File: config.mk
export PLATFORM = sky130hd
export DESIGN_NAME = spi_periph
export DESIGN_NICKNAME = d
export VERILOG_FILES = /design/src/spi_pkg.sv /design/src/spi_sck_gen.sv /design/src/spi_reg_decode.sv /design/src/spi_shift_engine.sv /design/src/spi_status.sv /design/src/spi_periph.sv
export SDC_FILE = /design/constraint.sdc
export NUM_CORES = 1
export LEC_CHECK = 0
export ABC_AREA = 0
export BUFFER_PORTS_ARGS = -buffer_cell sky130_fd_sc_hd__buf_4
export CAP_MARGIN = 15
export CORE_ASPECT_RATIO = 1.25
export CORE_UTILIZATION = 35
export DETAILED_ROUTE_END_ITERATION = 8
export SETUP_SLACK_MARGIN = 0.02
export SYNTH_ARGS = -nofsm -noshare
export SYNTH_HDL_FRONTEND = slang
export SYNTH_SLANG_ARGS = --single-unit
File: constraint.sdc
create_clock -name sys -period 2.05 [get_ports sys]
set_input_delay 0.205 -clock sys [delete_from_list [all_inputs] [get_ports sys]]
set_output_delay 0.205 -clock sys [all_outputs]
set_load 0.05 [all_outputs]
File: src/spi_pkg.sv
package spi_pkg;

	// Defaults only; the top level sets the real widths.
	parameter int SPI_DATA_N_DEF = 8; // Bus and shift word width.
	parameter int SPI_PR_N_DEF = 8; // Prescaler width, 8 covers all div values.

	// Register map.
	typedef enum logic [1:0] {
		SPI_CTRL = 2'd0,
		SPI_STAT = 2'd1,
		SPI_DATA = 2'd2
	} spi_addr_e;

	// Control word, bit 0 is en.
	typedef struct packed {
		logic pad; // Reads as zero.
		logic [2:0] div; // Half period is 2**(div+1) sys cycles.
		logic ie; // Interrupt on rxne.
		logic cpha; // Sample on trailing edge.
		logic cpol; // SCK idle level.
		logic en; // Peripheral enable.
	} spi_ctrl_t;

	// Status word, bit 0 is txe.
	typedef struct packed {
		logic [4:0] pad;
		logic busy; // Transfer in progress.
		logic rxne; // Received byte waiting.
		logic txe; // Holding register empty.
	} spi_stat_t;

	// Bus write word, seen as control fields or as a raw data byte.
	typedef union packed {
		spi_ctrl_t ctrl;
		logic [SPI_DATA_N_DEF-1:0] data;
	} spi_wword_u;

endpackage

File: src/spi_sck_gen.sv
module spi_sck_gen #(
	parameter int PR_N = 8
) (
	input logic sys,
	input logic n_sh_reset,
	input logic run,
	input logic [2:0] div,
	output logic half_tick
);

	logic [PR_N-1:0] cnt;
	logic [PR_N-1:0] mask;

	// Low div+1 bits set.
	assign mask = ~({PR_N{1'b1}} << ({1'b0, div} + 4'd1));

	// Held at zero when idle, so ticks line up with the load.
	always_ff @(posedge sys) begin
		if (!n_sh_reset || !run)
			cnt <= '0;
		else
			cnt <= cnt + 1'b1;
	end

	// Carry into bit div+1, once every 2**(div+1) cycles.
	assign half_tick = run && ((cnt & mask) == mask);

endmodule

File: src/spi_reg_decode.sv
module spi_reg_decode import spi_pkg::*; #(
	parameter int DATA_N = SPI_DATA_N_DEF
) (
	input logic sys,
	input logic n_sh_reset,
	input logic sel,
	input logic we,
	input spi_addr_e addr,
	input logic [DATA_N-1:0] wdata,
	input spi_stat_t stat,
	input logic [DATA_N-1:0] rx_data,
	input logic tx_take,
	output spi_ctrl_t ctrl,
	output logic [DATA_N-1:0] tx_word,
	output logic tx_valid,
	output logic data_rd,
	output logic [DATA_N-1:0] rdata
);

	logic wr;
	logic rd;
	spi_wword_u wword;
	spi_ctrl_t ctrl_wr;

	assign wr = sel && we;
	assign rd = sel && !we;
	assign wword = wdata[$bits(spi_wword_u)-1:0]; // Low byte carries the fields.
	assign data_rd = rd && (addr == SPI_DATA); // One bus cycle per read.

	always_comb begin
		ctrl_wr = wword.ctrl;
		ctrl_wr.pad = 1'b0; // Padding never sticks.
	end

	// Control register.
	always_ff @(posedge sys) begin
		if (!n_sh_reset)
			ctrl <= '0;
		else if (wr && addr == SPI_CTRL)
			ctrl <= ctrl_wr;
	end

	// Transmit holding register flag.
	always_ff @(posedge sys) begin
		if (!n_sh_reset || !ctrl.en) begin
			tx_valid <= 1'b0;
		end else if (wr && addr == SPI_DATA) begin
			tx_valid <= 1'b1; // A new write replaces a pending word.
		end else if (tx_take) begin
			tx_valid <= 1'b0;
		end
	end

	always_ff @(posedge sys) begin
		if (wr && addr == SPI_DATA)
			tx_word <= wdata;
	end

	// Read mux, zero outside a read.
	always_comb begin
		rdata = '0;
		if (rd) begin
			case (addr)
				SPI_CTRL: rdata[$bits(spi_ctrl_t)-1:0] = ctrl;
				SPI_STAT: rdata[$bits(spi_stat_t)-1:0] = stat;
				SPI_DATA: rdata = rx_data;
				default: rdata = '0;
			endcase
		end
	end

	// The engine only takes a word that decode holds.
	a_take_valid: assert property (@(posedge sys) disable iff (!n_sh_reset)
		tx_take |-> tx_valid);

endmodule

File: src/spi_shift_engine.sv
module spi_shift_engine import spi_pkg::*; #(
	parameter int DATA_N = SPI_DATA_N_DEF,
	parameter int PR_N = SPI_PR_N_DEF
) (
	input logic sys,
	input logic n_sh_reset,
	input spi_ctrl_t ctrl,
	input logic [DATA_N-1:0] tx_word,
	input logic tx_valid,
	input logic miso,
	output logic tx_take,
	output logic [DATA_N-1:0] rx_word,
	output logic rx_done,
	output logic busy,
	output logic sck,
	output logic mosi
);

	localparam int EDGES = 2 * DATA_N;
	localparam int CNT_W = $clog2(EDGES + 1);
	localparam logic [CNT_W-1:0] LAST = CNT_W'(EDGES - 1);

	logic half_tick;
	logic [CNT_W-1:0] cnt; // SCK edges done so far.
	logic [DATA_N-1:0] sh;
	logic samp; // Last sampled MISO bit.
	logic last;
	logic sample_e;
	logic shift_e;
	logic bit_in;

	spi_sck_gen #(
		.PR_N(PR_N)
	) i_sck_gen (
		.sys(sys),
		.n_sh_reset(n_sh_reset),
		.run(busy),
		.div(ctrl.div),
		.half_tick(half_tick)
	);

	assign last = half_tick && (cnt == LAST);

	// Even cnt is a leading edge.
	assign sample_e = half_tick && (cnt[0] == ctrl.cpha);
	assign shift_e = half_tick && (cnt[0] != ctrl.cpha) && (cnt != '0) && !last;
	assign bit_in = ctrl.cpha ? miso : samp; // cpha 1 samples on the final edge.

	// Back to back words reload on the final edge, keeping the gap at one half period.
	assign tx_take = ctrl.en && tx_valid && (!busy || last);
	assign mosi = sh[DATA_N-1];

	always_ff @(posedge sys) begin
		if (!n_sh_reset) begin
			busy <= 1'b0;
			cnt <= '0;
			sh <= '0;
			samp <= 1'b0;
			rx_done <= 1'b0;
			sck <= 1'b0;
		end else if (!ctrl.en) begin
			busy <= 1'b0;
			cnt <= '0;
			sh <= '0;
			samp <= 1'b0;
			rx_done <= 1'b0;
			sck <= ctrl.cpol; // Idle level follows cpol.
		end else begin
			rx_done <= last;
			if (half_tick)
				sck <= ~sck;
			else if (!busy)
				sck <= ctrl.cpol;

			if (tx_take) begin
				busy <= 1'b1;
				cnt <= '0;
				sh <= tx_word; // MSB on MOSI at once.
			end else if (half_tick) begin
				cnt <= cnt + 1'b1;
				if (last)
					busy <= 1'b0;
				if (shift_e)
					sh <= {sh[DATA_N-2:0], samp};
			end

			if (sample_e)
				samp <= miso;
		end
	end

	// Received word, complete at the final edge.
	always_ff @(posedge sys) begin
		if (last)
			rx_word <= {sh[DATA_N-2:0], bit_in};
	end

	// SCK rests at cpol between transfers.
	a_sck_idle: assert property (@(posedge sys) disable iff (!n_sh_reset)
		(!busy && $stable(ctrl.cpol)) |-> (sck == ctrl.cpol));

	a_cnt_range: assert property (@(posedge sys) disable iff (!n_sh_reset)
		cnt <= CNT_W'(EDGES));

endmodule

File: src/spi_status.sv
module spi_status import spi_pkg::*; #(
	parameter int DATA_N = SPI_DATA_N_DEF
) (
	input logic sys,
	input logic n_sh_reset,
	input spi_ctrl_t ctrl,
	input logic [DATA_N-1:0] rx_word,
	input logic rx_done,
	input logic data_rd,
	input logic tx_valid,
	input logic busy,
	output spi_stat_t stat,
	output logic [DATA_N-1:0] rx_data,
	output logic interrupt
);

	logic rxne;

	// Receive flag and interrupt.
	always_ff @(posedge sys) begin
		if (!n_sh_reset || !ctrl.en) begin
			rxne <= 1'b0;
			interrupt <= 1'b0;
		end else begin
			if (rx_done)
				rxne <= 1'b1; // A new byte wins over a read.
			else if (data_rd)
				rxne <= 1'b0;
			interrupt <= ctrl.ie && rxne; // Level, one cycle behind rxne.
		end
	end

	// Unread data is simply overwritten.
	always_ff @(posedge sys) begin
		if (rx_done)
			rx_data <= rx_word;
	end

	always_comb begin
		stat = '0;
		stat.txe = !tx_valid;
		stat.rxne = rxne;
		stat.busy = busy;
	end

	// The engine ends a transfer only from the busy state.
	a_done_busy: assert property (@(posedge sys) disable iff (!n_sh_reset)
		rx_done |-> $past(busy));

endmodule

File: src/spi_periph.sv
module spi_periph import spi_pkg::*; #(
	parameter int DATA_N = SPI_DATA_N_DEF,
	parameter int PR_N = SPI_PR_N_DEF
) (
	input logic sys,
	input logic n_sh_reset,
	input logic sel,
	input logic we,
	input spi_addr_e addr,
	input logic [DATA_N-1:0] wdata,
	output logic [DATA_N-1:0] rdata,
	output logic interrupt,
	input logic miso,
	output logic mosi,
	output logic sck
);

	spi_ctrl_t ctrl;
	spi_stat_t stat;
	logic [DATA_N-1:0] tx_word;
	logic [DATA_N-1:0] rx_word;
	logic [DATA_N-1:0] rx_data;
	logic tx_valid;
	logic tx_take;
	logic data_rd;
	logic rx_done;
	logic busy;

	spi_reg_decode #(
		.DATA_N(DATA_N)
	) i_decode (
		.sys(sys),
		.n_sh_reset(n_sh_reset),
		.sel(sel),
		.we(we),
		.addr(addr),
		.wdata(wdata),
		.stat(stat),
		.rx_data(rx_data),
		.tx_take(tx_take),
		.ctrl(ctrl),
		.tx_word(tx_word),
		.tx_valid(tx_valid),
		.data_rd(data_rd),
		.rdata(rdata)
	);

	spi_shift_engine #(
		.DATA_N(DATA_N),
		.PR_N(PR_N)
	) i_execute (
		.sys(sys),
		.n_sh_reset(n_sh_reset),
		.ctrl(ctrl),
		.tx_word(tx_word),
		.tx_valid(tx_valid),
		.miso(miso),
		.tx_take(tx_take),
		.rx_word(rx_word),
		.rx_done(rx_done),
		.busy(busy),
		.sck(sck),
		.mosi(mosi)
	);

	spi_status #(
		.DATA_N(DATA_N)
	) i_result (
		.sys(sys),
		.n_sh_reset(n_sh_reset),
		.ctrl(ctrl),
		.rx_word(rx_word),
		.rx_done(rx_done),
		.data_rd(data_rd),
		.tx_valid(tx_valid),
		.busy(busy),
		.stat(stat),
		.rx_data(rx_data),
		.interrupt(interrupt)
	);

endmodule

==> results of run 1 <==
cell families after synthesis:
logic type | Yosys count | synth area share
mux | 22 | 0.0881
buf+inv | 12 | 0.0189
flops | 59 | 0.566
compound gates | 29 | 0.0966
xor+xnor | 10 | 0.0349
fa+ha+maj | 7 | 0.0349
simple gates | 81 | 0.161
final timing paths:
path / startpoint / end / slack [ns]
max: i_decode.ctrl[4]$_SDFFE_PN0P_ / i_execute.sh[7]$_SDFFE_PN0P_ / -0.01
min reg2reg: i_execute.rx_word[5]$_DFFE_PP_ / i_result.rx_data[5]$_DFFE_PP_ / 0.42
min: wdata[7] / i_decode.tx_word[7]$_DFFE_PP_ / 0.04
max reg2reg: i_decode.ctrl[4]$_SDFFE_PN0P_ / i_execute.sh[7]$_SDFFE_PN0P_ / -0.01
metal layers:
layer,global-route usage,vias up,part of all wire
met5,0,-,0
met4,0.0914,0,0.026
met3,0.0425,11,0.050
met2,0.221,46,0.45
met1,0.201,837,0.47
li1,-,887,-
final cells by class:
type / instances / area (um2) / area share
Timing Repair Buffer: 45 / 358 / 0.108
Tap cell: 90 / 113 / 0.0339
Clock buffer: 9 / 124 / 0.0373
Multi-Input combinational cell: 149 / 1200 / 0.362
Inverter: 5 / 18.8 / 0.00565
Sequential cell: 59 / 1430 / 0.429
Clock inverter: 7 / 78.8 / 0.0237
registers in the layout (all words and copies together) (netlist names), 5 cells and up:
| signal | flops |
|---|---|
| i_execute.i_sck_gen.cnt | 8 |
| i_execute.rx_word | 8 |
| i_execute.sh | 8 |
| i_execute.cnt | 5 |
| i_result.rx_data | 8 |
| i_decode.ctrl | 7 |
| i_decode.tx_word | 8 |
cell usage after synthesis (2+ instances only):
library cell and number:
sky130_fd_sc_hd__nor2b_1 3, sky130_fd_sc_hd__nand3_1 4, sky130_fd_sc_hd__edfxtp_1 24, sky130_fd_sc_hd__nor2_1 32
sky130_fd_sc_hd__mux2i_1 21, sky130_fd_sc_hd__ha_1 7, sky130_fd_sc_hd__xnor2_1 4, sky130_fd_sc_hd__clkbuf_1 5
sky130_fd_sc_hd__and3_1 5, sky130_fd_sc_hd__xor2_1 6, sky130_fd_sc_hd__nor3b_1 8, sky130_fd_sc_hd__a211oi_2 8
sky130_fd_sc_hd__a211oi_1 2, sky130_fd_sc_hd__a21boi_1 2, sky130_fd_sc_hd__nand4_1 3, sky130_fd_sc_hd__nand2b_1 3
sky130_fd_sc_hd__inv_1 5, sky130_fd_sc_hd__nor3_1 5, sky130_fd_sc_hd__buf_2 2, sky130_fd_sc_hd__a21oi_1 10
sky130_fd_sc_hd__dfxtp_1 35, sky130_fd_sc_hd__nand2_1 12
through the flow:
step | power [W] | worst slack (ns) | TNS [ns] | hold slack [ns] | instances
2_1_floorplan | 0.00129 | -0.0617 | -0.556 | 0.304 | 220
3_3_place_gp | 0.00133 | -0.158 | -2.73 | 0.386 | 344
3_5_place_dp | 0.00133 | -0.207 | -3.50 | 0.386 | 344
4_1_cts | 0.00239 | -0.0234 | -0.0241 | 0.0256 | 364
5_1_grt | 0.00246 | -0.130 | -1.75 | 0.0246 | 364
6_report | 0.00236 | -0.0132 | -0.0412 | 0.0369 | 364
report_power, final:
| part | switching [W] | internal (W) |
|---|---|---|
| combinational | 0.0000420 | 0.0000381 |
| clock | 0.000484 | 0.000568 |
| sequential | 0.00000715 | 0.00122 |
worst reg2reg max path, cell delays in order, from the launching register on:
cell and delay, ns:
sky130_fd_sc_hd__dfxtp_2 0.36, sky130_fd_sc_hd__inv_2 0.05, sky130_fd_sc_hd__ha_4 0.26, sky130_fd_sc_hd__o22ai_2 0.07, sky130_fd_sc_hd__a311o_1 0.28, sky130_fd_sc_hd__a311oi_2 0.31
sky130_fd_sc_hd__a21boi_2 0.14, sky130_fd_sc_hd__or2_4 0.31, sky130_fd_sc_hd__a211oi_2 0.22
what timing repair did:
action	4_1_cts	5_1_grt
gates resized for setup	26	17
hold buffers	0	0
setup buffers	4	0
endpoints found under the hold margin	0	0
endpoints found under the setup margin	23	25
gates cloned	1	0
pin swaps	6	8
==> results.toml, run 1 <==
[sta]
grt_setup_unrepaired = "true"
final.min_clock_period_ns = 2.06
achievable-frequency_mhz = 485
clock-skew-final_ns = 0.00973
report.final.setup_viol = 5
finalHoldViolations = 0
number_of_max_slew_violations_in_the_final_report = 0
min_period_over_period = 1.01
finalWorstSetupSlack_ns = -0.0132
slew_headroom = 0.672
worst_slew_pin_slew_ns = 0.486

[setup_path]
worstPathBufferInverterCount = 1
timing.critical_path.max_delay_family = "compound AO/OA/AOI/OAI gates"
crit_fanout = 8
setup.worst_path.start_class = "register"
critical-path-slowest-cell = "sky130_fd_sc_hd__dfxtp_2"
critical_path_depth = 8
cp.required_ns = 2.32
critical_path.max_stage_delay_ns = 0.36
worst-r2r-cell-count = 8
critical_path.endpoint_type = "register"
worstPathCellList = "inv_2 > ha_4 > o22ai_2 > a311o_1 > a311oi_2 > a21boi_2 > or2_4 > a211oi_2"
worst_ep_arrival_time_ns = 2.33
critical_path_class = "register to register"

[worst_hold_path]
timing.hold.worst.class = "input port to register"
min_path_cells = 1

[global_route]
global_route.overflow_total = 0
grt_pass1_vias = 1689
grt_pass1_wl_mm = 8.51
antenna_found_initial = 0
grt_max_degree = 13
gr-usage-all-layers = 0.153

[placement]
post_dp_cell_area_mm2 = 0.00292
buffer_ports.inserted = 25
detailed_place_hpwl_mm = 3.72
routability_driven_placement_congestion_ratio = 0.769

[cells_and_area]
most-common-layout-cells = "38 x sky130_fd_sc_hd__buf_4, 33 x sky130_fd_sc_hd__dfxtp_1, 30 x sky130_fd_sc_hd__nor2_1, 24 x sky130_fd_sc_hd__edfxtp_1, 20 x sky130_fd_sc_hd__mux2i_1"
final_util = 0.479
finalInstanceArea_mm2 = 0.00332
nNetsFinal = 291
area.growth.synth_to_final_pct = 32.2
layout-drive-gt1-share = 0.376
insertedDiodeCount = 0
layout.cells.most_common = "sky130_fd_sc_hd__buf_4"
final.fill_count = 635

[clock_network]
cts_inserted_buffers = 9
clk_latency_ns = 0.34
clock_tree.root_cell = "sky130_fd_sc_hd__clkbuf_8"
ctsHtreeMaxLevel = 3
worst_setup_hold_path_clk_slew_ns = 0.07
tritoncts = "yes"
cts_num_sinks = 59
cts-root-to-sink-buffers = 2

[pwr]
max-vdd-ir-drop_mv = 0.431
cellLeakagePower_nw = 1.22
powerDensity_mw_per_mm2 = 711

[floorplanning]
start_util = 0.362
core_region_area_mm2 = 0.00693
floorplan.die.height_um = 96.7
chipWidth_um = 77.8
floorplan.io_pins = 26
floorplan.rows = 34
die-area_mm2 = 0.00752

[synth]
synth_fp_nets = 242
synth_cells = 220
synth_top_cell_by_area = "sky130_fd_sc_hd__edfxtp_1"
post_synthesis_cell_area_mm2 = 0.00251
synth.area.top_cells = "sky130_fd_sc_hd__edfxtp_1 29%, sky130_fd_sc_hd__dfxtp_1 28%, sky130_fd_sc_hd__mux2i_1 8.4%, sky130_fd_sc_hd__nor2_1 4.8%, sky130_fd_sc_hd__a211oi_2 4.0%"
synth_seq_area_share = 0.566
synth_cell_types = 36
synthFlopType = "sky130_fd_sc_hd__dfxtp_1"
yosys.area.top_type_share = 0.287
count_of_flip_flops_with_a_built_in_enable_after_synthesis = 24
synthesis.yosys.warnings = 0
ys_async_sr_fraction = 0
yosys_register_bits = 59
synthesized_area_divided_by_synthesized_cell_count_um2 = 11.4

[routing]
postRouteAntennaNets = 0
post_detailed_route_wirelength_per_cell_um = 14.2
dr.first_iter.drc_count = 94
route.detailed.vias_per_inst = 4.89
dr_total_vias = 1781
remaining_drc_errors = 0
drt_pre_antenna_iters = 4
totalWireLength_mm = 5.18

[job]
cap_violations = 0

[outcome]
outcome = "finished, violations left"
failed_checks = "negative setup slack"
Note: power is estimated with default switching activity, not from simulation.
==> inputs of run 2 (changes only) <==
Settings changed: SYNTH_HIERARCHICAL set to 1.
==> run 2 against run 1 <==
Compared with the run above:
- the flow still finishes with violations (negative setup slack)
- sequential share of layout area shrank 0.18 points
- via count grew 2.0%
- final area grew 0.34%
- combinational power grew 39%
- global-route usage shrank 0.88 points
- critical path depth grew 2
- flip-flop and latch count is the same
- clock power grew 21%
- non-clock buffer count shrank 4
- register-to-register slack lost 0.02 ns
==> results.toml, run 2 <==
[setup_path]
r2r_setup_slack_ns = -0.03
critical_path_class = "register to register"
worst_ep_arrival_time_ns = 2.34
regToRegEndpoint = "i_execute/sh[1]$_SDFFE_PN0P_"
crit_fanout = 8
critical_path.endpoint_type = "register"
critical_path.reg2reg.startpoint = "i_decode/ctrl[5]$_SDFFE_PN0P_"
cp.required_ns = 2.31
worst-r2r-cell-count = 10
setup.worst_path.start_class = "register"

[synth]
synthesis.yosys.warnings = 6
synthesized_area_divided_by_synthesized_cell_count_um2 = 10.9
synth_cells = 239
post_synthesis_cell_area_mm2 = 0.00261

[placement]
routability_driven_placement_congestion_ratio = 0.737
detailed_place_hpwl_mm = 3.54
post_dp_cell_area_mm2 = 0.00294
place_ws_ns = -0.143
buffer_ports.inserted = 25

[sta]
report.final.setup_viol = 9
final.min_clock_period_ns = 2.08
achievable-frequency_mhz = 480
grt_setup_unrepaired = "true"
min_period_over_period = 1.02
clock-skew-final_ns = 0.00771
slew_headroom = 0.652
whs_ns = 0.0524
finalWorstSetupSlack_ns = -0.0316
worst_slew_pin_slew_ns = 0.515
finalHoldViolations = 0
number_of_max_slew_violations_in_the_final_report = 0

[routing]
dr_total_vias = 1816
remaining_drc_errors = 0
postRouteAntennaNets = 0
route.detailed.vias_per_inst = 4.84
totalWireLength_mm = 4.98
drt_pre_antenna_iters = 4
dr.first_iter.drc_count = 92
post_detailed_route_wirelength_per_cell_um = 13.3

[pwr]
logic_gate_share_of_total_power = 0.043
switching_share = 0.194
power_switching_w = 0.000506
powerDensity_mw_per_mm2 = 783
p_seq_frac = 0.471
clock_power_share = 0.486
max-vdd-ir-drop_mv = 0.514
cellLeakagePower_nw = 1.18
internal_power_w = 0.00210
p_total_w = 0.00261

[worst_hold_path]
min_path_cells = 1
timing.hold.worst.class = "input port to register"
min_from = "wdata[7]"
worstHoldEndpoint = "i_decode/tx_word[7]$_DFFE_PP_"

[cells_and_area]
nNetsFinal = 301
ff_latch_area_mm2 = 0.00143
most-common-layout-cells = "37 x sky130_fd_sc_hd__buf_4, 32 x sky130_fd_sc_hd__dfxtp_1, 24 x sky130_fd_sc_hd__edfxtp_1, 17 x sky130_fd_sc_hd__nand2_1, 16 x sky130_fd_sc_hd__nor2_1"
layout-drive-gt1-share = 0.267
layout.cells.most_common = "sky130_fd_sc_hd__buf_4"
area.growth.synth_to_final_pct = 27.8
final.fill_count = 640
multi_input_comb_area_mm2 = 0.00117
insertedDiodeCount = 0
finalInstanceArea_mm2 = 0.00333

[clock_network]
cts_inserted_buffers = 9
clock_tree.root_cell = "sky130_fd_sc_hd__clkbuf_8"
tritoncts = "yes"
cts_num_sinks = 59
cts-root-to-sink-buffers = 2
clk_latency_ns = 0.33
worst_setup_hold_path_clk_slew_ns = 0.06
ctsHtreeMaxLevel = 3

[floorplanning]
die-area_mm2 = 0.00780
chipWidth_um = 79.2
floorplan.rows = 34
core_region_area_mm2 = 0.00710
floorplan.die.height_um = 98.5
start_util = 0.367
floorplan.io_pins = 26

[global_route]
antenna_found_initial = 0
grt_pass1_vias = 1743
gr-usage-all-layers = 0.144
global_route.overflow_total = 0
grt_max_degree = 27
grt_pass1_wl_mm = 8.21

[outcome]
failed_checks = "negative setup slack"
outcome = "finished, violations left"

[job]
cap_violations = 0
## run 2: worst max-delay path: stages (launching register included)
cell                        delay [ns]
sky130_fd_sc_hd__dfxtp_2          0.34
sky130_fd_sc_hd__ha_4             0.16
sky130_fd_sc_hd__ha_4             0.22
sky130_fd_sc_hd__inv_2            0.05
sky130_fd_sc_hd__o21ai_2          0.06
sky130_fd_sc_hd__a2111oi_4        0.36
sky130_fd_sc_hd__buf_4            0.18
sky130_fd_sc_hd__nand2_4          0.05
sky130_fd_sc_hd__a21o_4           0.23
sky130_fd_sc_hd__nor2_4           0.21
sky130_fd_sc_hd__o2bb2ai_1        0.14
## run 2: how the worst max path moves through the flow
stage,cells after the start,from,to
floorplan,10,i_decode/ctrl[5]$_SDFFE_PN0P_,i_execute/sh[7]$_SDFFE_PN0P_
detailed placement,9,i_decode/ctrl[4]$_SDFFE_PN0P_,i_execute/sh[1]$_SDFFE_PN0P_
global route,10,i_decode/ctrl[5]$_SDFFE_PN0P_,i_execute/sh[3]$_SDFFE_PN0P_
CTS,9,i_decode/ctrl[5]$_SDFFE_PN0P_,i_execute/sh[1]$_SDFFE_PN0P_
global placement,9,i_decode/ctrl[4]$_SDFFE_PN0P_,i_execute/sh[6]$_SDFFE_PN0P_
finish,10,i_decode/ctrl[5]$_SDFFE_PN0P_,i_execute/sh[1]$_SDFFE_PN0P_
## run 2: layout make-up
type,instances,area share
Clock buffer,11,0.0424
Clock inverter,5,0.0304
Inverter,10,0.0113
Multi-Input combinational cell,159,0.350
Sequential cell,59,0.428
Tap cell,90,0.0338
Timing Repair Buffer,41,0.105
## run 2: what timing repair did
| action | 4_1_cts | 5_1_grt |
|---|---|---|
| buffers inserted | 2 | 3 |
| setup endpoints to repair | 22 | 24 |
| pin swaps | 13 | 7 |
| hold buffers | 0 | 0 |
| gates cloned | 1 | 1 |
| resized for setup | 12 | 5 |
## run 2: metrics by stage
stage	TNS, ns	util	std cells
2_1_floorplan	0	-	243
3_3_place_gp	-1.04	0.414	353
3_5_place_dp	-1.71	0.414	353
4_1_cts	-0.372	0.460	371
5_1_grt	-1.89	0.469	375
6_report	-0.227	0.469	375
## run 2: per-layer routing
layer / up-vias / track usage / share of wire
met5: - / 0 / 0
met4: 0 / 0.0881 / 0.025
met3: 7 / 0.0426 / 0.053
met2: 42 / 0.224 / 0.47
met1: 836 / 0.173 / 0.45
li1: 931 / - / -
## run 2: power groups by stage
stage	logic [W]	registers (W)	clock network (W)
after floorplan	0.0000695	0.00125	0
after global placement	0.000107	0.00125	0
after detailed placement	0.000108	0.00125	0
after CTS	0.000111	0.00123	0.00130
after global routing	0.000119	0.00123	0.00136
final	0.000111	0.00123	0.00127
